`config.mk`:
```
export PLATFORM = sky130hd
export DESIGN_NAME = rob_tag_store
export DESIGN_NICKNAME = d
export VERILOG_FILES = /design/src/rename_pkg.sv /design/src/rob_tag_store.sv
export SDC_FILE = /design/constraint.sdc
export NUM_CORES = 1
export LEC_CHECK = 0
export ABC_CLOCK_PERIOD_IN_PS = 2000
export BUFFER_PORTS_ARGS = -buffer_cell sky130_fd_sc_hd__buf_4
export CORE_MARGIN = 5
export CORE_UTILIZATION = 58
export CTS_CLUSTER_DIAMETER = 150
export DETAILED_ROUTE_END_ITERATION = 10
export PLACE_DENSITY_LB_ADDON = 0.12
export SLEW_MARGIN = 20
export SYNTH_ARGS = -nofsm -noshare
export SYNTH_HDL_FRONTEND = slang
export SYNTH_SLANG_ARGS = --single-unit
```
`constraint.sdc`:
```
create_clock -name clock -period 2 [get_ports clock]
set_input_delay 0.2 -clock clock [delete_from_list [all_inputs] [get_ports clock]]
set_output_delay 0.2 -clock clock [all_outputs]
set_load 0.005 [all_outputs]
```
`src/rename_pkg.sv`:
```
/* shared widths, sizes and reset values for the rename subsystem
   arch reg 31 is the zero register and is never renamed */
package rename_pkg;

  localparam int num_arch   = 32;
  localparam int num_phys   = 64;
  localparam int num_rob    = 16;
  localparam int free_depth = num_phys - num_arch;  // tags unbound at reset

  typedef logic [4:0] arch_reg_t;    // architectural reg number
  typedef logic [5:0] phys_tag_t;    // physical reg tag
  typedef logic [3:0] rob_idx_t;     // rob slot
  typedef logic [6:0] map_entry_t;   // {tag, ready}, ready is bit 0

  localparam arch_reg_t zero_reg = 5'd31;

  localparam int rob_cnt_w  = 5;  // occupancy 0..16
  localparam int free_ptr_w = 6;  // free list index plus wrap bit

  // reset values
  localparam phys_tag_t zero_tag       = phys_tag_t'(zero_reg);  // tag of the zero reg
  localparam phys_tag_t first_free_tag = phys_tag_t'(num_arch);  // free list starts at 32

  typedef enum logic {
    run,      // normal renaming
    recover   // one cycle after a rollback
  } ctrl_state_t;

endpackage

```
`src/rob_tag_store.sv`:
```
/* tag fields of the rob, written at the tail and read at the head
   slots are read only after a dispatch has written them */
module rob_tag_store (
  input  logic                  clock,
  input  logic                  dispatch_en,
  input  logic                  alloc_en,
  input  rename_pkg::rob_idx_t  rob_tail,
  input  rename_pkg::phys_tag_t t_new,
  input  rename_pkg::phys_tag_t t_old,
  input  rename_pkg::rob_idx_t  rob_head,
  output rename_pkg::phys_tag_t head_told,
  output logic                  head_alloc
);

  rename_pkg::phys_tag_t tnew_mem  [rename_pkg::num_rob];
  rename_pkg::phys_tag_t told_mem  [rename_pkg::num_rob];
  logic                  alloc_mem [rename_pkg::num_rob];  // slot took a free tag

  always_ff @(posedge clock) begin
    if (dispatch_en) begin
      tnew_mem[rob_tail]  <= t_new;
      told_mem[rob_tail]  <= t_old;
      alloc_mem[rob_tail] <= alloc_en;
    end
  end

  // oldest slot, feeds retire
  assign head_told  = told_mem[rob_head];
  assign head_alloc = alloc_mem[rob_head];

  // a renamed slot must never free the tag it was given
  told_not_tnew: assert property (@(posedge clock)
    head_alloc |-> tnew_mem[rob_head] != head_told);

endmodule

```
After elaboration in Yosys (flattened, before gate mapping)
Memories as Yosys holds them, arrays and structs flattened.
Cells that the tools add are included.
Operators by class
  mux-type cells: 2
Operators by type and width (number)
  $mux W1: 2
Storage, ports and cells
  logic and storage cells: 4
  input bits: 23
  flip-flop bits (word level): 0
  output and inout port bits: 7
  memories: 2
  bits in writable memories: 112
Memory list
  told_mem: words 16, width 6, rd ports 1, clocked after memory_dff 0, wr ports 1, RTL line rob_tag_store.sv:16  | rename_pkg::phys_tag_t told_mem [rename_pkg::num_rob];
  alloc_mem: words 16, width 1, rd ports 1, clocked after memory_dff 0, wr ports 1, RTL line rob_tag_store.sv:17  | logic alloc_mem [rename_pkg::num_rob];

Depth between registers and ports, before layout
  depth after elaboration: 2
  gate-level depth with buffers: 5
  depth with buffers taken out: 3

Worst setup path after synthesis
Ideal clock, no wire load.
  path kind: input to register
  from: in rob_tail[3]
  to: mem alloc_mem[0], enable pin
  data required time: 1.620 ns
  stages: 2
  data arrival time: 1.243 ns
  path slack: 0.377 ns
  cells stage by stage: or3b_2 nor3_1
RTL lines
  start: declaration: RTL line rob_tag_store.sv:7  | input rename_pkg::rob_idx_t rob_tail,
  end: declaration: RTL line rob_tag_store.sv:17
Straight into the memory's write port.

Worst setup path after layout
  from: mem told_mem[0][2] (netlist bit)
  to: out head_told[2]
Between the ends
  cells in the longest elaborated chain, start to end: 1
Ends and longest elaborated chain
  start: declaration: RTL line rob_tag_store.sv:16
  $mem_v2 Z16 W6
  end: declaration: RTL line rob_tag_store.sv:11  | output rename_pkg::phys_tag_t head_told,
Every way passes these cells.

==> results by stage <==
Final layout:
- The proportion of layout cells with a drive suffix above 1 is 27.8%.
- For this run, the post-layout net count is approximately 260.
- 0 antenna diodes ended up in the layout.
- The area growth from synthesis to layout is 12.8%.
- Summing all multi-input logic gate instances after layout gives between 900 and 1000 um2.
- The number of filler instances in the final layout is roughly 460.
- The storage element area is 3360 um2.

Clocking:
- Counting every sink on the clock net gives between 100 and 150.
- Hold repair after CTS inserted 0 buffers.
- No sink is reached through more buffers than the 2 on the longest clock path.
- The number of buffers inserted to repair setup after CTS is 0.
- The root buffer selected by CTS is sky130_fd_sc_hd__clkbuf_8.
- The clock-pin slew of the registers on the worst-case setup and hold paths is roughly 0.10 ns.
- In this run, CTS created clock tree buffers numbering 9.
- The total number of H-tree levels is 3.
- The CTS tree is done.

Synthesis:
- Yosys printed 0 warnings.
- The number of register bits inferred by synthesis is between 100 and 150.
- The average instance in the mapped netlist occupies 22.4 um2.
- The cell with the most instances after synthesis is sky130_fd_sc_hd__edfxtp_1.
- The proportion of netlist area held by the largest area contributor is about three quarters.
- The post-synthesis instance total is between 150 and 200.
- By area the synthesized netlist is led by sky130_fd_sc_hd__edfxtp_1 77%, sky130_fd_sc_hd__mux4_1 10%, sky130_fd_sc_hd__mux4_2 5.6%, sky130_fd_sc_hd__a22oi_1 2.4%, sky130_fd_sc_hd__nor2_1 1.1%.
- Sorting the synthesized cells by how often they occur yields 112 x sky130_fd_sc_hd__edfxtp_1, 17 x sky130_fd_sc_hd__mux4_1, 14 x sky130_fd_sc_hd__a22oi_1, 13 x sky130_fd_sc_hd__nor2_1, 11 x sky130_fd_sc_hd__mux4_2.
- The net count of the mapped netlist is 219.
- Counting flops with a built-in enable in the synthesized netlist gives between 100 and 150.
- The leading register cell type out of synthesis is sky130_fd_sc_hd__edfxtp_1.
- The mapped netlist covers between 4000 and 5000 um2.
- The register area share after synthesis is approximately three quarters.
- In the synthesized netlist the async set-or-reset flop fraction comes to 0%.
- Counting distinct cell types in the post-synthesis netlist gives 18.
- The dominant cell type by area after synthesis is sky130_fd_sc_hd__edfxtp_1.

Power and ir drop:
- The total power density per cell area is ~800 nW/um2.
- The proportion of power drawn by the clock network is 28.1%.
- Sequential cells account for between 60% and 70% of the total power.
- The leakage power is 1.65 nW.
- The switching power summed over all nets is around 0.84 mW.
- Combinational logic burns slightly below 7% of the power.
- The cell internal power dissipation is 3.20 mW.
- The switching part of the total is around a fifth.
- The peak supply drop is roughly 0.54 mV.

Global routing:
- The first-pass GRT wire length is between 10000 and 15000 um.
- The number of global-route vias before repair was ~2200.
- The number of antenna violations at the first check in global routing is 0.
- The remaining global-route overflow is 0.
- The met3 track demand over resource in global routing is 2.88%.
- Global routing used approximately 29% of the available met2 tracks.
- The global routing stage identified its most utilized layer as met2.
- The global-route usage over all layers is around 17%.
- The global routing usage on met1 is about 22%.
- The largest net degree at the start of global routing is 29.

Drt:
- The post-detailed-routing wire length is roughly 7600 um.
- The number of DRC markers in iteration 0 is between 90 and 100.
- After detailed routing, the number of vias per cell comes to approximately 6.
- The detailed-routing iteration count for the pre-antenna-repair pass is 4.
- The routed wire length per instance is between 20 and 25 um.
- The detail route stage leaves a number of antenna-violating nets equal to 0.
- Across all layers, the routed design uses 2022 vias.
- The DRC violations left is 0.

STA:
- The final critical-path share of the clock period is around 97%.
- The number of max-slew violations in the final report came to 0.
- Headroom to the max-slew limit came out at a little under three fifths.
- The final number of hold-violating endpoints is 0.
- The highest attainable clock frequency is a little over 500 MHz.
- Setup repair after global routing left no endpoint under its margin.
- The smallest clock period supported by the final layout is computed as between 1.5 and 2 ns.
- The slew at the pin closest to its max-slew limit is approximately 0.65 ns.
- After routing, the total negative slack on setup checks comes to 0 ns.
- Across all hold checks on the routed design, the worst slack comes to 0.146 ns.
- Setup violations remaining at the end of the flow were counted as 0.

Hold path:
- The worst hold path class is in2reg.
- The startpoint identified for the worst hold timing path is t_old[0].

Floorplanning:
- The height of the die is between 90 and 100 um.
- In this run the core area contains 31 standard-cell rows.
- The overall die width is slightly below 100 um.
- The core region is about 7300 um2.
- 30 I/O pins were placed.
- The die footprint is around 9400 um2.
- For this configuration, the core starts out at a cell density of 59.9%.

Setup path:
- The critical path goes through mux4_1 -> a22oi_1 -> nand2_1 -> buf_4.
- STA puts the critical path data arrival time at ~1.7 ns.
- The number of buffers and inverters on the critical path is 1.
- The category of cells accounting for the largest share of critical-path delay is multiplexers.
- The type of the setup path with the least slack is reg2out.
- The worst endpoint required time is about 1.8 ns.
- For this run, the slowest stage of the critical path takes 0.51 ns.
- The slowest stage of the critical path belongs to the cell sky130_fd_sc_hd__mux4_1.
- In this run the worst setup path begins at told_mem[0][2].
- STA classifies the critical path startpoint as a flip-flop.
- STA classifies the critical path endpoint as a primary output.
- In this run the worst path has a maximum fanout of 1.

Outcome:
- The run finished with clean final reports.

Placed design:
- The count of input and output buffers is 23.
- After legalization and detailed placement, the total HPWL measured 5390 um.
- The congestion estimate from routability-driven global placement came to about 0.76.

Flow run:
- The count of max-cap constraint violations is 0.
metrics by stage:
step / area, um2 / utilization [%] / std cells / power [mW] / setup WS [ns]
after floorplan: 4390 / - / 196 / 2.83 / 0.377
after global placement: 4780 / 65.2 / 328 / 2.95 / 0.292
after detailed placement: 4780 / 65.2 / 328 / 2.97 / 0.247
after CTS: 4940 / 67.4 / 344 / 4.07 / 0.00215
after global routing: 4950 / 67.6 / 344 / 4.19 / 0.00144
final: 4950 / 67.6 / 344 / 4.05 / 0.0669
registers in the layout (all words and copies together) (netlist names):
register and cells:
told_mem 96, alloc_mem 16
cell type report:
type,count,area share [%]
tap,99,2.50
multi-input combinational,76,19.6
clock inverter,6,0.733
clock buffer,10,2.58
timing repair buffer,41,6.72
sequential,112,67.9
path summary, 6_finish.rpt:
check	cells past startpoint	slack [ns]	endpoint
max	4	0.07	head_told[2]
min	1	0.15	told_mem[8][0]
cells by family (layout without fill, tap and decap cells):
group | after synthesis | in the layout | synth area share (%)
multiplexers | 28 | 28 | 15.8
AO/OA/AOI/OAI | 14 | 14 | 2.39
flip-flops | 112 | 112 | 76.6
AND/OR/NAND/NOR | 34 | 34 | 3.62
buffers and inverters | 8 | 57 | 1.57
routing by layer:
| metal | vias to the layer above | wire length (um) |
|---|---|---|
| met4 | 0 | 153 |
| li1 | 925 | - |
| met3 | 13 | 243 |
| met2 | 40 | 4030 |
| met1 | 1044 | 3210 |
| met5 | - | 0 |
what timing repair did:
| action | CTS | global route |
|---|---|---|
| hold endpoints to repair | 0 | 0 |
| gates resized for setup | 0 | 2 |
| endpoints found under the setup margin | 0 | 1 |
cells in the final DEF, fill, tap and decap left out, drive strengths merged:
cell and n:
edfxtp 112, buf 41, mux4 28, a22oi 14, nor2 13, clkbuf 10, nand2 8, nor3 4
clkinv 4, nor2b 2, nand2b 2, nand3b 2, clkinvlp 2, and2 1, nand3 1, or3b 1
power by group through the flow:
| stage | sequential (mW) | clock, mW | combinational, mW |
|---|---|---|---|
| after floorplan | 2.69 | 0 | 0.146 |
| after global placement | 2.69 | 0 | 0.262 |
| after detailed placement | 2.69 | 0 | 0.275 |
| after CTS | 2.64 | 1.16 | 0.275 |
| after global routing | 2.64 | 1.26 | 0.296 |
| final | 2.64 | 1.14 | 0.274 |
Note: power is estimated with default switching activity, not from simulation.
