==> config.mk <==
export PLATFORM = sky130hd
export DESIGN_NAME = free_list
export DESIGN_NICKNAME = d
export VERILOG_FILES = /design/src/rename_pkg.sv /design/src/free_list.sv
export SDC_FILE = /design/constraint.sdc
export NUM_CORES = 1
export LEC_CHECK = 0
export ABC_AREA = 0
export BUFFER_PORTS_ARGS = -buffer_cell sky130_fd_sc_hd__buf_4
export CORE_MARGIN = 2
export CORE_UTILIZATION = 63
export CTS_BUF_LIST = sky130_fd_sc_hd__clkbuf_4 sky130_fd_sc_hd__clkbuf_8 sky130_fd_sc_hd__clkbuf_16
export DETAILED_ROUTE_END_ITERATION = 8
export GPL_TIMING_DRIVEN = 0
export PLACE_DENSITY_LB_ADDON = 0.15
export RECOVER_POWER = 50
export SETUP_SLACK_MARGIN = 0.05
export SYNTH_ARGS = -nofsm -noshare
export SYNTH_HDL_FRONTEND = slang
export SYNTH_SLANG_ARGS = --single-unit
==> constraint.sdc <==
create_clock -name clock -period 3.2 [get_ports clock]
set_clock_uncertainty 0.05 [all_clocks]
set_input_delay 0.96 -clock clock [delete_from_list [all_inputs] [get_ports clock]]
set_output_delay 0.96 -clock clock [all_outputs]
set_load 0.01 [all_outputs]
==> src/rename_pkg.sv <==
/* shared widths, sizes and reset values for the rename subsystem
   arch reg 31 is the zero register and is never renamed */
package rename_pkg;

  localparam int num_arch   = 32;
  localparam int num_phys   = 64;
  localparam int num_rob    = 16;
  localparam int free_depth = num_phys - num_arch;  // tags unbound at reset

  typedef logic [4:0] arch_reg_t;    // architectural reg number
  typedef logic [5:0] phys_tag_t;    // physical reg tag
  typedef logic [3:0] rob_idx_t;     // rob slot
  typedef logic [6:0] map_entry_t;   // {tag, ready}, ready is bit 0

  localparam arch_reg_t zero_reg = 5'd31;

  localparam int rob_cnt_w  = 5;  // occupancy 0..16
  localparam int free_ptr_w = 6;  // free list index plus wrap bit

  // reset values
  localparam phys_tag_t zero_tag       = phys_tag_t'(zero_reg);  // tag of the zero reg
  localparam phys_tag_t first_free_tag = phys_tag_t'(num_arch);  // free list starts at 32

  typedef enum logic {
    run,      // normal renaming
    recover   // one cycle after a rollback
  } ctrl_state_t;

endpackage

==> src/free_list.sv <==
/* circular queue of free tags, seeded with 32..63 at reset
   head snapshots per rob slot are only valid for in-flight slots */
module free_list (
  input  logic                  clock,
  input  logic                  reset,
  input  logic                  dispatch_en,
  input  logic                  alloc_en,
  input  rename_pkg::rob_idx_t  rob_tail,
  input  logic                  retire_en,
  input  logic                  head_alloc,
  input  rename_pkg::phys_tag_t head_told,
  input  logic                  rollback_en,
  input  rename_pkg::rob_idx_t  rollback_idx,
  output rename_pkg::phys_tag_t t_new,
  output logic                  empty
);

  rename_pkg::phys_tag_t fifo_mem [rename_pkg::free_depth];
  logic [rename_pkg::free_ptr_w-1:0] head_q;     // msb is the wrap bit
  logic [rename_pkg::free_ptr_w-1:0] tail_q;
  logic [rename_pkg::free_ptr_w-1:0] head_inc;
  logic [rename_pkg::free_ptr_w-1:0] head_snap [rename_pkg::num_rob];
  logic                              push;
  logic                              full;

  assign head_inc = head_q + 1'b1;
  assign push     = retire_en && head_alloc;  // only allocating slots give a tag back
  assign empty    = (head_q == tail_q);
  assign full     = (head_q[4:0] == tail_q[4:0]) && (head_q[5] != tail_q[5]);

  // zero reg dispatch or idle cycle shows tag 31
  assign t_new = alloc_en ? fifo_mem[head_q[4:0]] : rename_pkg::zero_tag;

  always_ff @(posedge clock) begin
    if (reset) begin
      head_q <= '0;
      tail_q <= 6'b100000;  // one lap ahead, queue full
      for (int i = 0; i < rename_pkg::free_depth; i++) begin
        fifo_mem[i] <= rename_pkg::first_free_tag + rename_pkg::phys_tag_t'(i);
      end
    end else begin
      if (rollback_en) begin
        head_q <= head_snap[rollback_idx];  // squashed tags come back
      end else if (alloc_en) begin
        head_q <= head_inc;
      end
      if (push) begin
        fifo_mem[tail_q[4:0]] <= head_told;
        tail_q                <= tail_q + 1'b1;
      end
    end
  end

  // head after this slot's allocation, also for zero reg dispatch
  always_ff @(posedge clock) begin
    if (dispatch_en) begin
      head_snap[rob_tail] <= alloc_en ? head_inc : head_q;
    end
  end

  // more frees than tags would mean a tag was freed twice
  no_push_full: assert property (@(posedge clock) disable iff (reset)
    push |-> !full);

endmodule

### Yosys cells after proc, flatten, opt, wreduce, memory -nomap -nowiden

Memories as Yosys holds them, arrays and structs flattened. A register that Yosys moved wholly into a read port is not among the register bits.
Cells that the tools add are included.

* register bits after elaboration: 12
* input port bits: 21
* memories: 2
* RAM bits: 288

Memories
* fifo_mem: depth 32, bits a word 6, read ports 1, clocked after Yosys merged registers in 1, write ports 32, line free_list.sv:18 `rename_pkg::phys_tag_t fifo_mem [rename_pkg::free_depth];`
* head_snap: depth 16, bits a word 6, read ports 1, clocked after Yosys merged registers in 0, write ports 1, line free_list.sv:22 `logic [rename_pkg::free_ptr_w-1:0] head_snap [rename_pkg::num_rob];`

* add/sub/neg operators: 2
* reductions and logical operators: 2
* muxes and demuxes: 14
* eq/ne operators: 1

Operator list (number)
* 2-to-1 mux 6 bit: 4
* adder 6 x 1 -> 6 bit, second input constant: 2
* 2-to-1 mux 5 bit: 2
* 2-to-1 mux 1 bit: 8
* equality test 6 bit: 1
* OR reduction 6 bit: 1
* logical AND 1 bit: 1

### Logic depth before layout (Yosys ltp)

* word-level depth: 6
* mapped depth: 7
* depth with buffers taken out: 5

### Worst setup path before layout

Ideal clock, no wire load.

* path kind: in2out
* start point: input port alloc_en
* end point: output port t_new[5]
* path buffers: 1
* stages on the path: 3
* arrival: 1.764 ns
* setup slack: 0.426 ns
* cells stage by stage: clkbuf_1 o221ai_1 nor4_1

* word-level cells in the longest chain between the ends: 1

RTL lines
* from (decl): line free_list.sv:7 `input logic alloc_en,`
* 2-to-1 mux 6 bit: line free_list.sv:32 `assign t_new = alloc_en ? fifo_mem[head_q[4:0]] : rename_pkg::zero_tag;`
* to (decl): line free_list.sv:14 `output rename_pkg::phys_tag_t t_new,`

No other way between the ends.

==> flow_summary.yaml <==
outcome:
  violations: "capacitance limit, setup timing"
  status: "finished, violations left"
synth:
  synthDistinctLibCells: 44
  syn_inst: 877
  syn-num-nets: 903
  avgSynthCellArea_um2: 15.1
  seq_area_frac_synth: 0.671
  synthesis.area_um2: 13200
  synthFlopType: "edfxtp_1"
  synth_edf_count: 288
  yosysTopAreaCellShare: 0.653
  yosys.area.top_type: "edfxtp_1"
  ys_async_sr_fraction: 0
  synth-seq-cells: 300
  synthTopCellsByArea: "edfxtp_1 (65%), mux4_2 (11%), or3_1 (2.3%)"
  synth_warnings: 0
global_routing:
  grt_max_degree: 18
  grt-ovfl-total: 0
  grt_pass1_wl_um: 52200
  grt_antenna_before_repair: 0
  grtUsageTotal: 0.323
  grt_pass1_vias: 8678
timing:
  min_period_ps: 3400
  worst_pin_slew_ps: 1490
  setup_ws_ps: -201
  fmaxAchievable_ghz: 0.294
  hold_viol: 0
  fin_setup_tns_ps: -794
  rsz0062_at_grt: "yes"
  setup_viol_count_final: 6
  fin_crit_sh: 1.06
  hold_ws_ps: 480
  max-slew-margin-rel: 0.000582
  finalMaxSlewViolations: 0
detailed_routing:
  wire_per_inst_um: 28.1
  antenna_left: 0
  wl_um: 34800
  drc_errors: 0
  dr.pass1.iters: 5
  vias: 8314
  vias_per_cell: 6.72
  initialDrtViolationCount: 922
clock_tree:
  numCtsBuffers: 29
  htreeDepth: 1
  clockBufferDepth: 3
  cts_tree: "done"
  clkTransAtPathRegs_ps: 60
  worstSkewPairLatency_ps: 540
  cts.sinks: 300
  clockRootBuffer: "clkbuf_16"
  hold_buffers: 0
floorplan:
  fp.dieW_um: 149
  die_area_um2: 22200
  initial_utilization: 0.636
  io_pins: 28
  rows: 53
  chipHeight_um: 149
  core_area_um2: 20800
layout:
  fillers: 1289
  nets: 966
  syn_to_final_growth_pct: 14.3
  regArea_um2: 8890
  drive_gt1_frac: 0.228
  multi_input_area_um2: 4250
  postLayoutCellArea_um2: 15100
power:
  p_int_mw: 6.71
  p_total_mw: 8.67
  clockPowerShare: 0.398
  power_density_nw_per_um2: 572
  peakVddDrop_uv: 699
  sw_frac_of_total: 0.226
  p_comb_frac: 0.090
  leakage_nw: 4.49
  power_switching_mw: 1.96
  p_seq_frac: 0.512
setup_path:
  required_ps: 2190
  cp-end-kind: "primary output"
  cp.arrival_ps: 2390
  startpoint_type: "flop"
  critPathKind: "reg2out"
  path_max_fanout: 8
place:
  port_buffers: 25
  dpl.hpwl_um: 23900
  gp_congestion: 0.939
  postPlaceCellArea_um2: 13800
job:
  maxCapViolCount: 1
hold_path:
  hold_path.class: "reg2reg"
[area by class of cell]
type | count | area share
flip-flops and latches | 300 | 0.587
multi-input cells | 492 | 0.280
clock buffers | 33 | 0.0499
plain buffers | 73 | 0.0273
well taps | 275 | 0.0227
repair buffers | 36 | 0.0177
clock inverters | 20 | 0.0129
inverters | 8 | 0.00198
diodes | 1 | 0.000165
[sequential cells by signal, indices dropped and copies added, names as in the netlist]
name / flops
head_snap: 96
fifo_mem: 192
head_q: 6
tail_q: 6
[power by group through the flow]
| stage | registers, mW | logic (mW) | clock network [mW] |
|---|---|---|---|
| 2_1_floorplan | 4.50 | 0.437 | 0 |
| 3_3_place_gp | 4.51 | 0.665 | 0 |
| 3_5_place_dp | 4.52 | 0.680 | 0 |
| 4_1_cts | 4.44 | 0.745 | 3.43 |
| 5_1_grt | 4.44 | 0.821 | 3.58 |
| 6_report | 4.44 | 0.782 | 3.45 |
[cells in the mapped netlist, types with 2 or more instances]
library cell,number
a211oi_1,7
a21boi_0,2
a21oi_1,5
a31o_2,2
and2_1,24
buf_2,15
buf_4,4
buf_6,4
clkbuf_1,52
clkinv_1,2
dfxtp_1,12
edfxtp_1,288
ha_1,5
inv_1,6
mux2_2,8
mux2i_1,7
mux4_1,2
mux4_2,66
nand2_1,74
nand2b_1,7
nand3_1,6
nand3b_1,8
nand4_1,7
nor2_1,52
nor2b_1,5
nor3_1,57
nor4_1,3
o21ai_0,32
o22ai_1,24
o2bb2ai_1,2
o41ai_1,5
or2_2,8
or3_1,49
or3b_2,3
xnor2_1,9
xor2_1,7
[through the flow]
| step | setup WS, ps | utilization | instances |
|---|---|---|---|
| 2_1_floorplan | 426 | - | 877 |
| 3_3_place_gp | -402 | 0.662 | 1177 |
| 3_5_place_dp | -527 | 0.662 | 1177 |
| 4_1_cts | -160 | 0.722 | 1234 |
| 5_1_grt | -250 | 0.727 | 1237 |
| 6_report | -201 | 0.727 | 1238 |
[what timing repair did]
| action | 4_1_cts | 5_1_grt |
|---|---|---|
| resized for setup | 48 | 21 |
| buffers inserted | 8 | 3 |
| pin swaps | 4 | 4 |
| setup endpoints to repair | 7 | 31 |
[critical path, stage by stage (launching register included)]
cell     delay, ps
dfxtp_2        340
buf_8          150
buf_12         150
buf_12         150
mux4_2         510
o22ai_2        250
o41ai_4        110
buf_4          170
[final timing paths]
| kind | slack (ps) | from | depth (start not counted) | to |
|---|---|---|---|---|
| setup / recovery | -200 | head_q[0] | 7 | t_new[1] |
| hold / removal | 480 | tail_q[5] | 2 | tail_q[5] |
| setup reg to reg | 310 | tail_q[2] | 4 | fifo_mem[12][0] |
| hold reg to reg | 480 | tail_q[5] | 2 | tail_q[5] |
[layout by cell type (no fill, tap or decap), types with 8 or more instances in the layout]
| cell type | n |
|---|---|
| edfxtp_1 | 288 |
| nand2_1 | 73 |
| mux4_2 | 66 |
| nor3_1 | 56 |
| clkbuf_1 | 54 |
| nor2_1 | 52 |
| or3_1 | 49 |
| buf_4 | 36 |
| clkbuf_16 | 29 |
| o21ai_0 | 27 |
| and2_1 | 23 |
| clkinv_1 | 10 |
| dfxtp_1 | 10 |
| o22ai_2 | 9 |
| o22ai_4 | 9 |
| nand3b_1 | 8 |
[per-layer routing]
metal,wire length [µm],part of all wire,global-route usage
met1,12400,0.36,0.421
met5,0,0,0
met4,1670,0.048,0.150
met2,17400,0.50,0.540
met3,3300,0.095,0.0535
[cells by family (layout without fill, tap and decap cells)]
kind of cell | Yosys count | after routing | share of synthesized area
compound gates | 82 | 82 | 0.0390
xor+xnor | 16 | 16 | 0.0106
fa+ha+maj | 5 | 5 | 0.00472
buf+inv | 85 | 170 | 0.0298
flops | 300 | 300 | 0.671
mux | 83 | 83 | 0.128
other cells | 0 | 1 | 0
simple gates | 306 | 306 | 0.117
(Power assumes the default switching activity.)
