<file path="src/rename_pkg.sv">
/* shared widths, sizes and reset values for the rename subsystem
   arch reg 31 is the zero register and is never renamed */
package rename_pkg;

  localparam int num_arch   = 32;
  localparam int num_phys   = 64;
  localparam int num_rob    = 16;
  localparam int free_depth = num_phys - num_arch;  // tags unbound at reset

  typedef logic [4:0] arch_reg_t;    // architectural reg number
  typedef logic [5:0] phys_tag_t;    // physical reg tag
  typedef logic [3:0] rob_idx_t;     // rob slot
  typedef logic [6:0] map_entry_t;   // {tag, ready}, ready is bit 0

  localparam arch_reg_t zero_reg = 5'd31;

  localparam int rob_cnt_w  = 5;  // occupancy 0..16
  localparam int free_ptr_w = 6;  // free list index plus wrap bit

  // reset values
  localparam phys_tag_t zero_tag       = phys_tag_t'(zero_reg);  // tag of the zero reg
  localparam phys_tag_t first_free_tag = phys_tag_t'(num_arch);  // free list starts at 32

  typedef enum logic {
    run,      // normal renaming
    recover   // one cycle after a rollback
  } ctrl_state_t;

endpackage

</file>
<file path="src/rename_control.sv">
/* hazard check, rob pointers and occupancy, run/recover fsm
   rollback to a slot that is not in flight is ignored */
module rename_control (
  input  logic                  clock,
  input  logic                  reset,
  input  logic                  dispatch_req,
  input  rename_pkg::arch_reg_t reg_dest,
  input  logic                  retire_req,
  input  logic                  rollback_req,
  input  rename_pkg::rob_idx_t  rollback_idx,
  input  logic                  free_empty,
  output logic                  dispatch_ok,
  output logic                  dispatch_en,
  output logic                  alloc_en,
  output logic                  retire_en,
  output logic                  rollback_en,
  output rename_pkg::rob_idx_t  rob_tail,
  output rename_pkg::rob_idx_t  rob_head
);

  rename_pkg::ctrl_state_t            state_q;
  rename_pkg::rob_idx_t               head_q;
  rename_pkg::rob_idx_t               tail_q;
  rename_pkg::rob_idx_t               roll_ofs;
  logic [rename_pkg::rob_cnt_w-1:0]   count_q;
  logic [rename_pkg::rob_cnt_w-1:0]   count_roll;
  logic                               rob_full;
  logic                               rob_empty;
  logic                               dest_zero;

  assign rob_full  = (count_q == rename_pkg::rob_cnt_w'(rename_pkg::num_rob));
  assign rob_empty = (count_q == '0);
  assign dest_zero = (reg_dest == rename_pkg::zero_reg);  // needs no free tag

  assign dispatch_ok = dispatch_req && (state_q == rename_pkg::run) && !rob_full
                       && (!free_empty || dest_zero);

  // age of the rollback target, 0 is the oldest
  assign roll_ofs    = rollback_idx - head_q;
  assign rollback_en = rollback_req && ({1'b0, roll_ofs} < count_q);
  assign dispatch_en = dispatch_ok && !rollback_en;  // rollback wins
  assign alloc_en    = dispatch_en && !dest_zero;
  assign retire_en   = retire_req && !rob_empty;

  // slots head..k survive, minus one if head retires now
  assign count_roll = {1'b0, roll_ofs} + 5'd1 - {4'd0, retire_en};

  always_ff @(posedge clock) begin
    if (reset) begin
      state_q <= rename_pkg::run;
      head_q  <= '0;
      tail_q  <= '0;
      count_q <= '0;
    end else begin
      if (retire_en) begin
        head_q <= head_q + 1'b1;
      end
      if (rollback_en) begin
        tail_q  <= rollback_idx + 1'b1;
        count_q <= count_roll;
      end else begin
        if (dispatch_en) begin
          tail_q <= tail_q + 1'b1;
        end
        count_q <= count_q + {4'd0, dispatch_en} - {4'd0, retire_en};
      end
      case (state_q)
        rename_pkg::run: begin
          if (rollback_en) state_q <= rename_pkg::recover;
        end
        rename_pkg::recover: begin
          if (!rollback_en) state_q <= rename_pkg::run;  // back-to-back rollback stays
        end
        default: state_q <= rename_pkg::run;
      endcase
    end
  end

  assign rob_tail = tail_q;
  assign rob_head = head_q;

  count_in_range: assert property (@(posedge clock) disable iff (reset)
    count_q <= rename_pkg::rob_cnt_w'(rename_pkg::num_rob));
  // equal pointers mean an empty or a full rob
  no_retire_empty: assert property (@(posedge clock) disable iff (reset)
    retire_en |-> (head_q != tail_q) || rob_full);

endmodule

</file>
<file path="config.mk">
export PLATFORM = sky130hd
export DESIGN_NAME = rename_control
export DESIGN_NICKNAME = d
export VERILOG_FILES = /design/src/rename_pkg.sv /design/src/rename_control.sv
export SDC_FILE = /design/constraint.sdc
export NUM_CORES = 1
export LEC_CHECK = 0
export BUFFER_PORTS_ARGS = -buffer_cell sky130_fd_sc_hd__buf_4
export CAP_MARGIN = 20
export CORE_MARGIN = 2
export CORE_UTILIZATION = 25
export DETAILED_ROUTE_END_ITERATION = 10
export GPL_ROUTABILITY_DRIVEN = 0
export MAX_ROUTING_LAYER = met4
export PLACE_DENSITY = 0.41
export SLEW_MARGIN = 20
export SYNTH_ARGS = -nofsm -noshare
export SYNTH_HDL_FRONTEND = slang
export SYNTH_SLANG_ARGS = --single-unit
</file>
<file path="constraint.sdc">
create_clock -name clock -period 3.6 [get_ports clock]
set_clock_uncertainty 0.1 [all_clocks]
set_input_delay 0.18 -clock clock [delete_from_list [all_inputs] [get_ports clock]]
set_output_delay 0.18 -clock clock [all_outputs]
set_load 0.02 [all_outputs]
</file>
# ---- Word-level counts from Yosys, hierarchy flattened
# Cells that the tools add are included.
dict set report classes {
  add_sub_neg 8
  multipliers 0
  div_mod_pow 0
  order_cmp 1
  eq_ne 2
  n_shift 0
  muxes 4
  bitwise_logic 1
  reduce_logical 15
}
# cell count
set ops {}
lappend ops {{adder 4 x 1 -> 4 bit (second input constant)} 3}
lappend ops {{equality test 5 bit (second input constant)} 2}
lappend ops {{subtractor 5 x 1 -> 5 bit} 2}
lappend ops {{two-way mux 4 bit} 2}
lappend ops {{logical AND 1 bit} 7}
lappend ops {{adder 4 x 1 -> 5 bit (second input constant)} 1}
lappend ops {{adder 5 x 1 -> 5 bit} 1}
lappend ops {{zero test 1 bit} 5}
lappend ops {{zero test 5 bit} 1}
lappend ops {{less-than comparator 4 x 5 -> 1 bit} 1}
lappend ops {{two-way mux 5 bit} 1}
lappend ops {{subtractor 4 bit} 1}
lappend ops {{nonzero test 2 bit} 1}
lappend ops {{logical OR 1 bit} 1}
lappend ops {{two-way mux 1 bit} 1}
lappend ops {{NOT 1 bit} 1}
dict set report totals {
  regBits 14
  latch_bits 0
  ramBits 0
  mem_bits_ro 0
  elab_cells 35
  mem_count 0
}

# ---- Longest topological paths before layout
# Gate-level depths: netlist of run 1.
dict set report depth {
  ltp_word 8
  ltp_mapped 20
}

# ---- Worst setup path before layout of run 1
# OpenSTA, ideal clock, no wires.
dict set report synth_path {
  kind {reg-to-reg}
  start {register head_q[0] (netlist: rob_head[0])}
  end {register count_q[4] in the netlist's numbering}
  setup_time_ps 71
  t_arrival_ps 3824
  slack_ps -395
  path_stages_with_launch 20
  path_buffers 1
  synth_period_minus_slack_ps 3995
  cell_sequence {dfxtp_1 ha_1 inv_1 fa_1 xor2_1 ha_1 a21o_1 a31oi_1 o211ai_1 inv_1 buf_2 nor2_1 ha_1 inv_1 fa_1 nand2b_1 a21oi_1 xnor2_1 nand2_1 a21oi_1}
}
dict set report synth_between {
  elab_chain_cells 8
}
# item line
set synth_rtl {}
lappend synth_rtl {{from (decl)} rename_control.sv:22} ;# rename_pkg::rob_idx_t head_q;
lappend synth_rtl {{from (signal assigned)} rename_control.sv:56} ;# head_q <= head_q + 1'b1;
lappend synth_rtl {{subtractor 4 bit} rename_control.sv:39} ;# assign roll_ofs = rollback_idx - head_q;
lappend synth_rtl {{less-than comparator 4 x 5 -> 1 bit} rename_control.sv:40} ;# assign rollback_en = rollback_req && ({1'b0, roll_ofs} < count_q);
lappend synth_rtl {{logical AND 1 bit} rename_control.sv:40}
lappend synth_rtl {{named net rollback_en} rename_control.sv:16} ;# output logic rollback_en,
lappend synth_rtl {{zero test 1 bit} n/a}
lappend synth_rtl {{logical AND 1 bit} rename_control.sv:41} ;# assign dispatch_en = dispatch_ok && !rollback_en;
lappend synth_rtl {{named net dispatch_en} rename_control.sv:13} ;# output logic dispatch_en,
lappend synth_rtl {{adder 5 x 1 -> 5 bit} rename_control.sv:65} ;# count_q <= count_q + {4'd0, dispatch_en} - {4'd0, retire_en};
lappend synth_rtl {{subtractor 5 x 1 -> 5 bit} rename_control.sv:65}
lappend synth_rtl {{two-way mux 5 bit} rename_control.sv:58} ;# if (rollback_en) begin
lappend synth_rtl {{to (signal assigned)} rename_control.sv:60} ;# count_q <= count_roll;
lappend synth_rtl {{to (signal assigned)} rename_control.sv:65}
lappend synth_rtl {{to (decl)} rename_control.sv:25} ;# logic [rename_pkg::rob_cnt_w-1:0] count_q;
# The timed path passes the listed nets, and every way through them passes these cells.
# A chain may end at the register's enable or synchronous reset.

# ---- Worst setup path after layout of run 1
dict set report layout_path {
  start {register head_q[0] (netlist: rob_head[0])}
  end {register count_q[4] in the netlist's numbering}
}
dict set report layout_between {
  elab_chain_cells 8
}
# item line
set layout_rtl {}
lappend layout_rtl {{subtractor 4 bit *} rename_control.sv:39}
lappend layout_rtl {{less-than comparator 4 x 5 -> 1 bit} rename_control.sv:40}
lappend layout_rtl {{logical AND 1 bit} rename_control.sv:40}
lappend layout_rtl {{zero test 1 bit} n/a}
lappend layout_rtl {{logical AND 1 bit} rename_control.sv:41}
lappend layout_rtl {{adder 5 x 1 -> 5 bit} rename_control.sv:65}
lappend layout_rtl {{subtractor 5 x 1 -> 5 bit} rename_control.sv:65}
lappend layout_rtl {{two-way mux 5 bit *} rename_control.sv:58}
# Mark *: on every way between the ends. The rest lies on a longest branch, timed or not.

==> results of run 1 <==
-- worst max-delay path, delay by kind of cell (launching register included) --
kind / cells / cell delay, ps
AO/OA/AOI/OAI: 5 / 660
XOR/XNOR: 2 / 320
adder cells (fa/ha/maj): 5 / 1350
buffers and inverters: 3 / 200
flip-flops: 1 / 340
AND/OR/NAND/NOR: 3 / 330
-- Yosys cell counts (2+ instances only) --
cell      count  share of area [%]
nand4_1       2                1.1
o21ai_0       5                2.2
fa_1          2                3.5
xor2_1        7                5.4
mux2i_1       2                1.8
nand2_1       9                3.0
inv_1        18                5.9
a211oi_1      2                1.3
nand2b_1      3                1.6
nor2_1       11                3.6
mux2_2        2                2.0
ha_1         18                 20
dfxtp_1      14                 25
o31a_1        2                1.5
a21oi_1       7                3.1
nand3_1       2               0.88
clkbuf_1      2               0.66
a21o_1        3                2.0
xnor2_1       7                5.4
-- final cells by class --
class / count / area share, %
clock buffers: 4 / 2.922
flip-flops and latches: 14 / 18.51
inverters: 18 / 4.383
well taps: 52 / 4.221
multi-input cells: 97 / 53.17
repair buffers: 34 / 16.80
-- power groups by stage --
stage               registers [mW]  clock network, mW  logic [mW]
floorplan                    0.286                  0       0.506
global placement             0.267                  0       0.730
detailed placement           0.270                  0       0.739
CTS                          0.267              0.144       0.745
global route                 0.270              0.152       0.907
finish                       0.261              0.138       0.796
-- state kept, by name, indices dropped and copies added (netlist names) --
register and cells:
rob_tail 4, state_q 1, rob_head 4, count_q 5
-- logic make-up (layout without fill, tap and decap cells) --
kind of cell             Yosys count  after routing  synth area share (%)
XOR/XNOR                          14             14                 10.73
AO/OA/AOI/OAI                     26             26                 15.33
adder cells (fa/ha/maj)           20             20                 23.22
multiplexers                       4              4                 3.724
flip-flops                        14             14                 24.53
buffers and inverters             22             56                 7.995
AND/OR/NAND/NOR                   33             33                 14.46
-- per-layer routing --
metal / share of wire (%) / GRT usage, % / vias to the layer above / routed length, um
li1: - / - / 518 / -
met1: 47 / 15.74 / 468 / 1391
met2: 47 / 20.37 / 21 / 1394
met3: 4.7 / 3.516 / 2 / 139
met4: 0.44 / 1.677 / 0 / 13
met5: 0 / - / - / 0
-- worst paths after layout --
check | startpoint | end | slack (ps) | cells past startpoint
setup / recovery | rob_head[0]$_SDFFE_PP0P_ | count_q[4]$_SDFF_PP0_ | 210 | 18
setup reg to reg | rob_head[0]$_SDFFE_PP0P_ | count_q[4]$_SDFF_PP0_ | 210 | 18
hold / removal | rollback_idx[0] | rob_tail[0]$_SDFFE_PP0P_ | 120 | 3
hold reg to reg | rob_head[1]$_SDFFE_PP0P_ | rob_head[1]$_SDFFE_PP0P_ | 400 | 2
-- what timing repair did --
action | 4_1_cts | 5_1_grt
hold buffers | 0 | 0
resized for setup | 0 | 12
buffers inserted | 0 | 4
endpoints found under the setup margin | 0 | 6
-- metrics by stage --
step                      TNS [ps]  setup slack (ps)  instances
after floorplan                  0             29.09        133
after global placement           0             85.92        211
after detailed placement         0             31.64        211
after CTS                        0             20.76        215
after global routing        -3.141            -3.141        219
final                            0             213.0        219
==> reports/qor.yml, run 1 <==
critPathArrivalTime_ps: 3460
start_kind: "register"
synth-main-ff-cell: "dfxtp_1"
grt_pass1_wl_mm: 4.809
worstPathCellList: "ha_2, inv_1, fa_2, xor2_2, ha_1, a21o_1, a31oi_1, o211ai_1, inv_2, nor2_4, ha_2, inv_1, fa_2, nand2b_4, a21oi_2, xnor2_1, nand2_1, a21oi_1"
fp.dieArea_um2: 5126
critPathKind: "reg -> reg"
period_minus_slack_ps: 3387
hold_viol_final: 0
grt.total_usage_pct: 12.45
crit_slowest_cell: "fa_2"
status: "complete, no violations"
setup_viol: 0
holdWs_ps: 120.3
async_flop_share_pct: 0
p_int_mw: 0.6775
wl_mm: 2.938
routedWlPerCell_um: 13.42
synth_cells: 133
h-tree-depth: 1
period_share_pct: 94.08
layout_commonest_cell: "buf_4"
drt_iter0_drc: 27
synth.cell_area_um2: 1142
place_area_um2: 1421
grt_pass1_vias: 1038
cts.sinks: 14
slew_headroom_pct: 77.31
total_leakage_power_nw: 0.7061
grt_max_degree: 16
cts_tree: "done"
finalInstanceArea_um2: 1541
diodes: 0
crit_fanout: 3
fin_util_pct: 35.16
placement.io_buffers: 27
combPwrFrac_pct: 66.6
switchingPower_mw: 0.5179
ys_ff_latch: 14
viasPerCell: 4.607
syn_nets: 168
crit_required_ps: 3680
area_growth_syn_to_layout_pct: 34.94
fillCellCount: 474
dr.pass1.iters: 4
ir_drop_mv: 0.2443
maxCapViolCount: 0
cpPeakStageDelay_ps: 350
end_kind: "register"
most-common-layout-cells: "buf_4 (33), inv_1 (17), ha_1 (15)"
num_rows: 24
final_nets: 203
clock-root-buffer: "clkbuf_8"
yosys_warnings: 0
drcViolationCount: 0
synth-edff-count: 0
seqCellArea_um2: 285.3
multi_input_area_um2: 819.5
antenna_found_initial: 0
pin_count: 28
die_w_um: 71.60
worst_hold_path_type: "in -> reg"
start_util_pct: 26.06
die_height_um: 71.60
drive_gt1_share_pct: 32.34
syn_area_per_cell_um2: 8.589
tightest_slew_ps: 340.3
numCtsBuffers: 3
gr-total-overflow: 0
pwr-share-seq_pct: 21.8
swShare_pct: 43.32
clk_path_buf_depth: 2
synth_cell_types: 34
power_frac_clock_pct: 11.6
report.power.total_mw: 1.195
ant_nets: 0
vias: 1009
clock.fmax_mhz: 295.2
drv_slew: 0
clk_pin_slew_ps: 60
synth-seq-area-share_pct: 24.53
core_um2: 4384
place_hpwl_mm: 2.333
power_density_nw_per_um2: 775.5
insertion_delay_ps: 240
Power figures use the tool's default switching activity.
==> run 2: changes to the inputs <==
--- a/config.mk
+++ b/config.mk
@@ -13,6 +13,7 @@
 export GPL_ROUTABILITY_DRIVEN = 0
 export MAX_ROUTING_LAYER = met4
 export PLACE_DENSITY = 0.41
+export RECOVER_POWER = 50
 export SLEW_MARGIN = 20
 export SYNTH_ARGS = -nofsm -noshare
 export SYNTH_HDL_FRONTEND = slang
==> run 2 against run 1 <==
Against the previous run:
- worst setup slack improved by 1.1 ps
- sequential power is essentially flat
- non-clock buffer count is the same
- largest cell class unchanged
==> reports/qor.yml, run 2 (synthesis gave the netlist of run 1 again) <==
die_w_um: 71.60  # unchanged
ir_drop_mv: 0.2433  # was 0.2443 mV
final_nets: 203  # unchanged
drt_iter0_drc: 15  # was 27
cts_hold_buf: 0  # unchanged
most-common-layout-cells: "buf_4 (25), inv_1 (17), ha_1 (15)"  # was buf_4 (33), inv_1 (17), ha_1 (15)
pwr-share-seq_pct: 22.3  # was 21.8%
power_frac_clock_pct: 11.8  # was 11.6%
wl_mm: 2.927  # was 2.938 mm
slew_headroom_pct: 77.08  # was 77.31%
pre_cts_slack_ps: 31.64  # unchanged
diodes: 0  # unchanged
critPathKind: "reg -> reg"  # unchanged
status: "complete, no violations"  # unchanged
tightest_slew_ps: 340.2  # was 340.3 ps
drive_gt1_share_pct: 26.95  # was 32.34%
crit_required_ps: 3680  # about the same
layout_commonest_cell: "buf_4"  # unchanged
regMostFlops: "count_q"  # unchanged
cts.sinks: 14  # unchanged
end_kind: "register"  # unchanged
insertion_delay_ps: 240  # about the same
worst_hold_path_type: "in -> reg"  # unchanged
core_um2: 4384  # unchanged
setup_viol: 0  # unchanged
grt.total_usage_pct: 12.45  # unchanged
die_height_um: 71.60  # unchanged
finalWorstSetupSlack_ps: 214.1  # was 213.0 ps
gr-total-overflow: 0  # unchanged
grt_pass1_vias: 1038  # unchanged
start_kind: "register"  # unchanged
fin_util_pct: 34.42  # was 35.16%
antenna_found_initial: 0  # unchanged
largest_register_ffs: 5  # unchanged
numCtsBuffers: 3  # unchanged
period_minus_slack_ps: 3386  # was 3387 ps
maxCapViolCount: 0  # unchanged
clock-root-buffer: "clkbuf_8"  # unchanged
pin_count: 28  # unchanged
fp.dieArea_um2: 5126  # unchanged
critPathArrivalTime_ps: 3460  # about the same
area_growth_syn_to_layout_pct: 32.09  # was 34.94%
place_hpwl_mm: 2.333  # unchanged
clk_path_buf_depth: 2  # unchanged
viasPerCell: 4.616  # was 4.607
grt_pass1_wl_mm: 4.809  # unchanged
drcViolationCount: 0  # unchanged
grt_max_degree: 16  # unchanged
hold_viol_final: 0  # unchanged
vias: 1011  # was 1009
period_share_pct: 94.05  # was 94.08%
h-tree-depth: 1  # unchanged
cts_tree: "done"  # unchanged
p_int_mw: 0.6492  # was 0.6775 mW
routedWlPerCell_um: 13.37  # was 13.42 um
clock.fmax_mhz: 295.3  # was 295.2 MHz
drv_slew: 0  # unchanged
dr.pass1.iters: 4  # unchanged
ant_nets: 0  # unchanged
start_util_pct: 26.06  # unchanged
clk_pin_slew_ps: 60  # about the same
total_leakage_power_nw: 0.6733  # was 0.7061 nW
switchingPower_mw: 0.5154  # was 0.5179 mW
power_density_nw_per_um2: 771.8  # was 775.5 nW/um^2
crit_fanout: 3  # unchanged
num_rows: 24  # unchanged
dp.cells: 211  # unchanged
placement.io_buffers: 27  # unchanged
swShare_pct: 44.26  # was 43.32%
combPwrFrac_pct: 65.9  # was 66.6%
final_cells: 219  # unchanged
==> run 2: final cells by class <==
cell class,instances,area [um^2]
clock buffer,4,45.04
fill,482,2875
inverter,18,67.56
multi-input combinational,97,817.0
sequential,14,285.3
tap,52,65.06
timing repair buffer,34,229.0
==> run 2: through the flow <==
stage          total power, mW  hold WS [ps]  TNS (ps)  cell area (um^2)
5_1_grt                  1.297         132.2    -3.141              1509
3_5_place_dp             1.009         381.3         0              1421
6_report                 1.165         119.7         0              1509
3_3_place_gp            0.9970         382.1         0              1421
4_1_cts                  1.157         119.7         0              1466
2_1_floorplan           0.7912         146.2         0              1157
==> run 2: worst max-delay path: stages (launching register included) <==
cell and delay, ps:
dfxtp_4 340, ha_2 170, inv_1 50, fa_2 350, xor2_2 200, ha_1 290, a21o_1 110, a31oi_1 40
o211ai_1 250, inv_2 100, nor2_4 110, ha_2 190, inv_1 50, fa_2 350, nand2b_4 150, a21oi_2 140
xnor2_1 120, nand2_1 70, a21oi_1 120
==> run 2: worst paths after layout <==
check / from / to / slack [ps] / depth (start not counted)
hold / removal: rollback_idx[0] / rob_tail[0]$_SDFFE_PP0P_ / 120 / 3
setup reg to reg: rob_head[0]$_SDFFE_PP0P_ / count_q[4]$_SDFF_PP0_ / 210 / 18
setup / recovery: rob_head[0]$_SDFFE_PP0P_ / count_q[4]$_SDFF_PP0_ / 210 / 18
hold reg to reg: rob_head[1]$_SDFFE_PP0P_ / rob_head[1]$_SDFFE_PP0P_ / 400 / 2
==> run 2: power groups by stage <==
stage	Sequential [mW]	Clock, mW	Combinational, mW
2_1_floorplan	0.286	0	0.506
3_3_place_gp	0.267	0	0.730
3_5_place_dp	0.270	0	0.739
4_1_cts	0.267	0.144	0.745
5_1_grt	0.268	0.152	0.877
6_report	0.260	0.137	0.767
==> run 2: repair_timing <==
| action | CTS | global route |
|---|---|---|
| setup endpoints to repair | 0 | 6 |
| resized for setup | 0 | 12 |
| setup buffers | 0 | 4 |
==> run 2: per-layer routing <==
layer | global-route usage [%] | wire [um] | share of wire [%] | vias up
met5 | - | 0 | 0 | -
met4 | 1.677 | 13 | 0.44 | 0
met3 | 3.516 | 124 | 4.2 | 2
met2 | 20.37 | 1394 | 48 | 21
met1 | 15.74 | 1395 | 48 | 469
li1 | - | - | - | 519
==> run 3: changes to the inputs <==
--- a/config.mk
+++ b/config.mk
@@ -12,7 +12,7 @@
 export DETAILED_ROUTE_END_ITERATION = 10
 export GPL_ROUTABILITY_DRIVEN = 0
 export MAX_ROUTING_LAYER = met4
-export PLACE_DENSITY = 0.41
+export PLACE_DENSITY = 0.43
 export RECOVER_POWER = 50
 export SLEW_MARGIN = 20
 export SYNTH_ARGS = -nofsm -noshare
==> run 3 against run 2 <==
Against the previous run:
- die area unchanged
- cell area decreased by 1.0%
- worst hold slack worse by 15 ps
- critical endpoint unchanged
- largest cell class unchanged
==> reports/qor.yml, run 3 (synthesis gave the netlist of run 1 again) <==
crit_slowest_cell: "dfxtp_4"  # was fa_2
pre_cts_slack_ps: 43.35  # was 31.64 ps
critPathArrivalTime_ps: 3470  # was 3460 ps
clk_path_buf_depth: 2  # unchanged
wl_mm: 2.826  # was 2.927 mm
cts_hold_buf: 0  # unchanged
cts_tree: "done"  # unchanged
crit_top_cell: "ha_1"
combPwrFrac_pct: 63.6  # was 65.9%
drt_iter0_drc: 10  # was 15
regToRegSetupSlack_ps: 220  # was 210 ps
layout_commonest_cell: "buf_4"  # unchanged
cpPeakStageDelay_ps: 370  # was 350 ps
ir_drop_mv: 0.2537  # was 0.2433 mV
swShare_pct: 43.35  # was 44.26%
rr_worst_depth: 18  # unchanged
largest_register_ffs: 5  # unchanged
core_um2: 4384  # unchanged
worstPathCellList: "ha_1, inv_1, fa_2, xor2_2, ha_1, a21o_1, a31oi_2, o211ai_1, inv_2, nor2_4, ha_1, inv_1, fa_2, nand2b_1, a21oi_2, xnor2_1, nand2_1, a21oi_1"  # was ha_2, inv_1, fa_2, xor2_2, ha_1, a21o_1, a31oi_1, o211ai_1, inv_2, nor2_4, ha_2, inv_1, fa_2, nand2b_4, a21oi_2, xnor2_1, nand2_1, a21oi_1
reg2reg_from: "rob_head[0]$_SDFFE_PP0P_"  # unchanged
insertion_delay_ps: 250  # was 240 ps
grt.total_usage_pct: 11.85  # was 12.45%
switchingPower_mw: 0.4963  # was 0.5154 mW
fillCellCount: 479  # was 482
area_growth_syn_to_layout_pct: 30.78  # was 32.09%
pwr-share-seq_pct: 22.9  # was 22.3%
h-tree-depth: 1  # unchanged
period_minus_slack_ps: 3381  # was 3386 ps
viasPerCell: 4.579  # was 4.616
grt_pass1_wl_mm: 4.623  # was 4.809 mm
total_leakage_power_nw: 0.6679  # was 0.6733 nW
slew_headroom_pct: 77.32  # was 77.08%
finalWorstSetupSlack_ps: 218.7  # was 214.1 ps
fp.dieArea_um2: 5126  # unchanged
holdPathStages: 3  # unchanged
place_hpwl_mm: 2.300  # was 2.333 mm
numCtsBuffers: 3  # unchanged
grt_max_degree: 16  # unchanged
power_frac_clock_pct: 13.5  # was 11.8%
diodes: 0  # unchanged
most-common-layout-cells: "buf_4 (23), inv_1 (17), ha_1 (17)"  # was buf_4 (25), inv_1 (17), ha_1 (15)
drv_slew: 0  # unchanged
clk_pin_slew_ps: 60  # about the same
critPathKind: "reg -> reg"  # unchanged
status: "complete, no violations"  # unchanged
drcViolationCount: 0  # unchanged
end_kind: "register"  # unchanged
maxCapViolCount: 0  # unchanged
power_density_nw_per_um2: 766.2  # was 771.8 nW/um^2
antenna_found_initial: 0  # unchanged
dr.pass1.iters: 2  # was 4
p_int_mw: 0.6485  # was 0.6492 mW
dp.cells: 211  # unchanged
die_height_um: 71.60  # unchanged
crit_required_ps: 3680  # about the same
hold_viol_final: 0  # unchanged
num_rows: 24  # unchanged
tightest_slew_ps: 336.7  # was 340.2 ps
clock.fmax_mhz: 295.7  # was 295.3 MHz
cts.sinks: 14  # unchanged
die_w_um: 71.60  # unchanged
reg2reg_to: "count_q[4]$_SDFF_PP0_"  # unchanged
seqCellArea_um2: 285.3  # unchanged
crit_fanout: 5  # was 3
multi_input_area_um2: 810.8  # was 817.0 um^2
regMostFlops: "count_q"  # unchanged
grt_pass1_vias: 1002  # was 1038
ant_nets: 0  # unchanged
holdCritStartpoint: "rollback_idx[0]"  # unchanged
period_share_pct: 93.93  # was 94.05%
vias: 989  # was 1011
drive_gt1_share_pct: 25.61  # was 26.95%
clock-root-buffer: "clkbuf_8"  # unchanged
holdPathEnd: "rob_tail[0]$_SDFFE_PP0P_"  # unchanged
setup_viol: 0  # unchanged
placement.io_buffers: 27  # unchanged
gr-total-overflow: 0  # unchanged
final_nets: 200  # was 203
start_kind: "register"  # unchanged
worst_hold_path_type: "in -> reg"  # unchanged
routedWlPerCell_um: 13.08  # was 13.37 um
start_util_pct: 26.06  # unchanged
final_cells: 216  # was 219
pin_count: 28  # unchanged
==> run 3: changes by cell type in the layout (fill, tap and decap cells not counted), moves of 2 or more <==
cell / change
ha_2: -2
clkbuf_1: -2
o21ai_1: -2
o21ai_0: +2
buf_4: -2
ha_1: +2
==> run 3: worst max-delay path by stage <==
stage                        startpoint                        to  slack [ps]  cells past startpoint
3_3_place_gp            rollback_idx[0]     count_q[4]$_SDFF_PP0_          90                     20
2_1_floorplan  rob_head[0]$_SDFFE_PP0P_     count_q[4]$_SDFF_PP0_          30                     19
6_report       rob_head[0]$_SDFFE_PP0P_     count_q[4]$_SDFF_PP0_         220                     18
5_1_grt        rob_head[0]$_SDFFE_PP0P_  rob_tail[2]$_SDFFE_PP0P_          -6                     15
4_1_cts        rob_head[0]$_SDFFE_PP0P_  rob_tail[2]$_SDFFE_PP0P_          60                     14
3_5_place_dp            rollback_idx[0]  rob_tail[2]$_SDFFE_PP0P_          40                     16
==> run 3: per-layer routing <==
layer,track usage (%),vias to the layer above,wire length [um]
met2,19.03,20,1319
met5,-,-,0
li1,-,514,-
met3,3.235,2,139
met4,2.516,0,23
met1,14.97,453,1343
==> run 3: repair_timing <==
| action | in CTS | in global routing |
|---|---|---|
| setup endpoints to repair | 0 | 3 |
| resized for setup | 0 | 8 |
| buffers inserted | 0 | 1 |
==> run 3: stage by stage <==
stage          instance area (um^2)  power, mW  util [%]  TNS [ps]  hold WS, ps
2_1_floorplan                  1157     0.7912         -         0        146.2
3_3_place_gp                   1421     0.9930     32.42         0        377.0
3_5_place_dp                   1421     0.9950     32.42         0        366.0
4_1_cts                        1476      1.158     33.68         0        100.7
5_1_grt                        1494      1.273     34.08    -6.450        134.1
6_report                       1494      1.145     34.08         0        104.3
==> run 3: final cells by class <==
type | count | share of cell area, %
multi-input cells | 97 | 54.27
flip-flops and latches | 14 | 19.10
repair buffers | 31 | 14.07
inverters | 18 | 4.523
well taps | 52 | 4.355
clock buffers | 4 | 3.685
==> run 3: worst max-delay path, delay by kind of cell, from the launching register on <==
family	cells	cell delay, ps
xor gates and xnor gates	2	320
AOI/OAI and AO/OA	5	640
buffers and inverters	3	200
adders and majority gates	5	1340
and+or+nand+nor	3	340
DFF	1	370
==> run 3: power groups by stage <==
stage | Sequential (mW) | Clock (mW) | Combinational, mW
finish | 0.262 | 0.155 | 0.728
global route | 0.271 | 0.167 | 0.835
CTS | 0.263 | 0.161 | 0.733
detailed placement | 0.266 | 0 | 0.729
global placement | 0.266 | 0 | 0.727
floorplan | 0.286 | 0 | 0.506
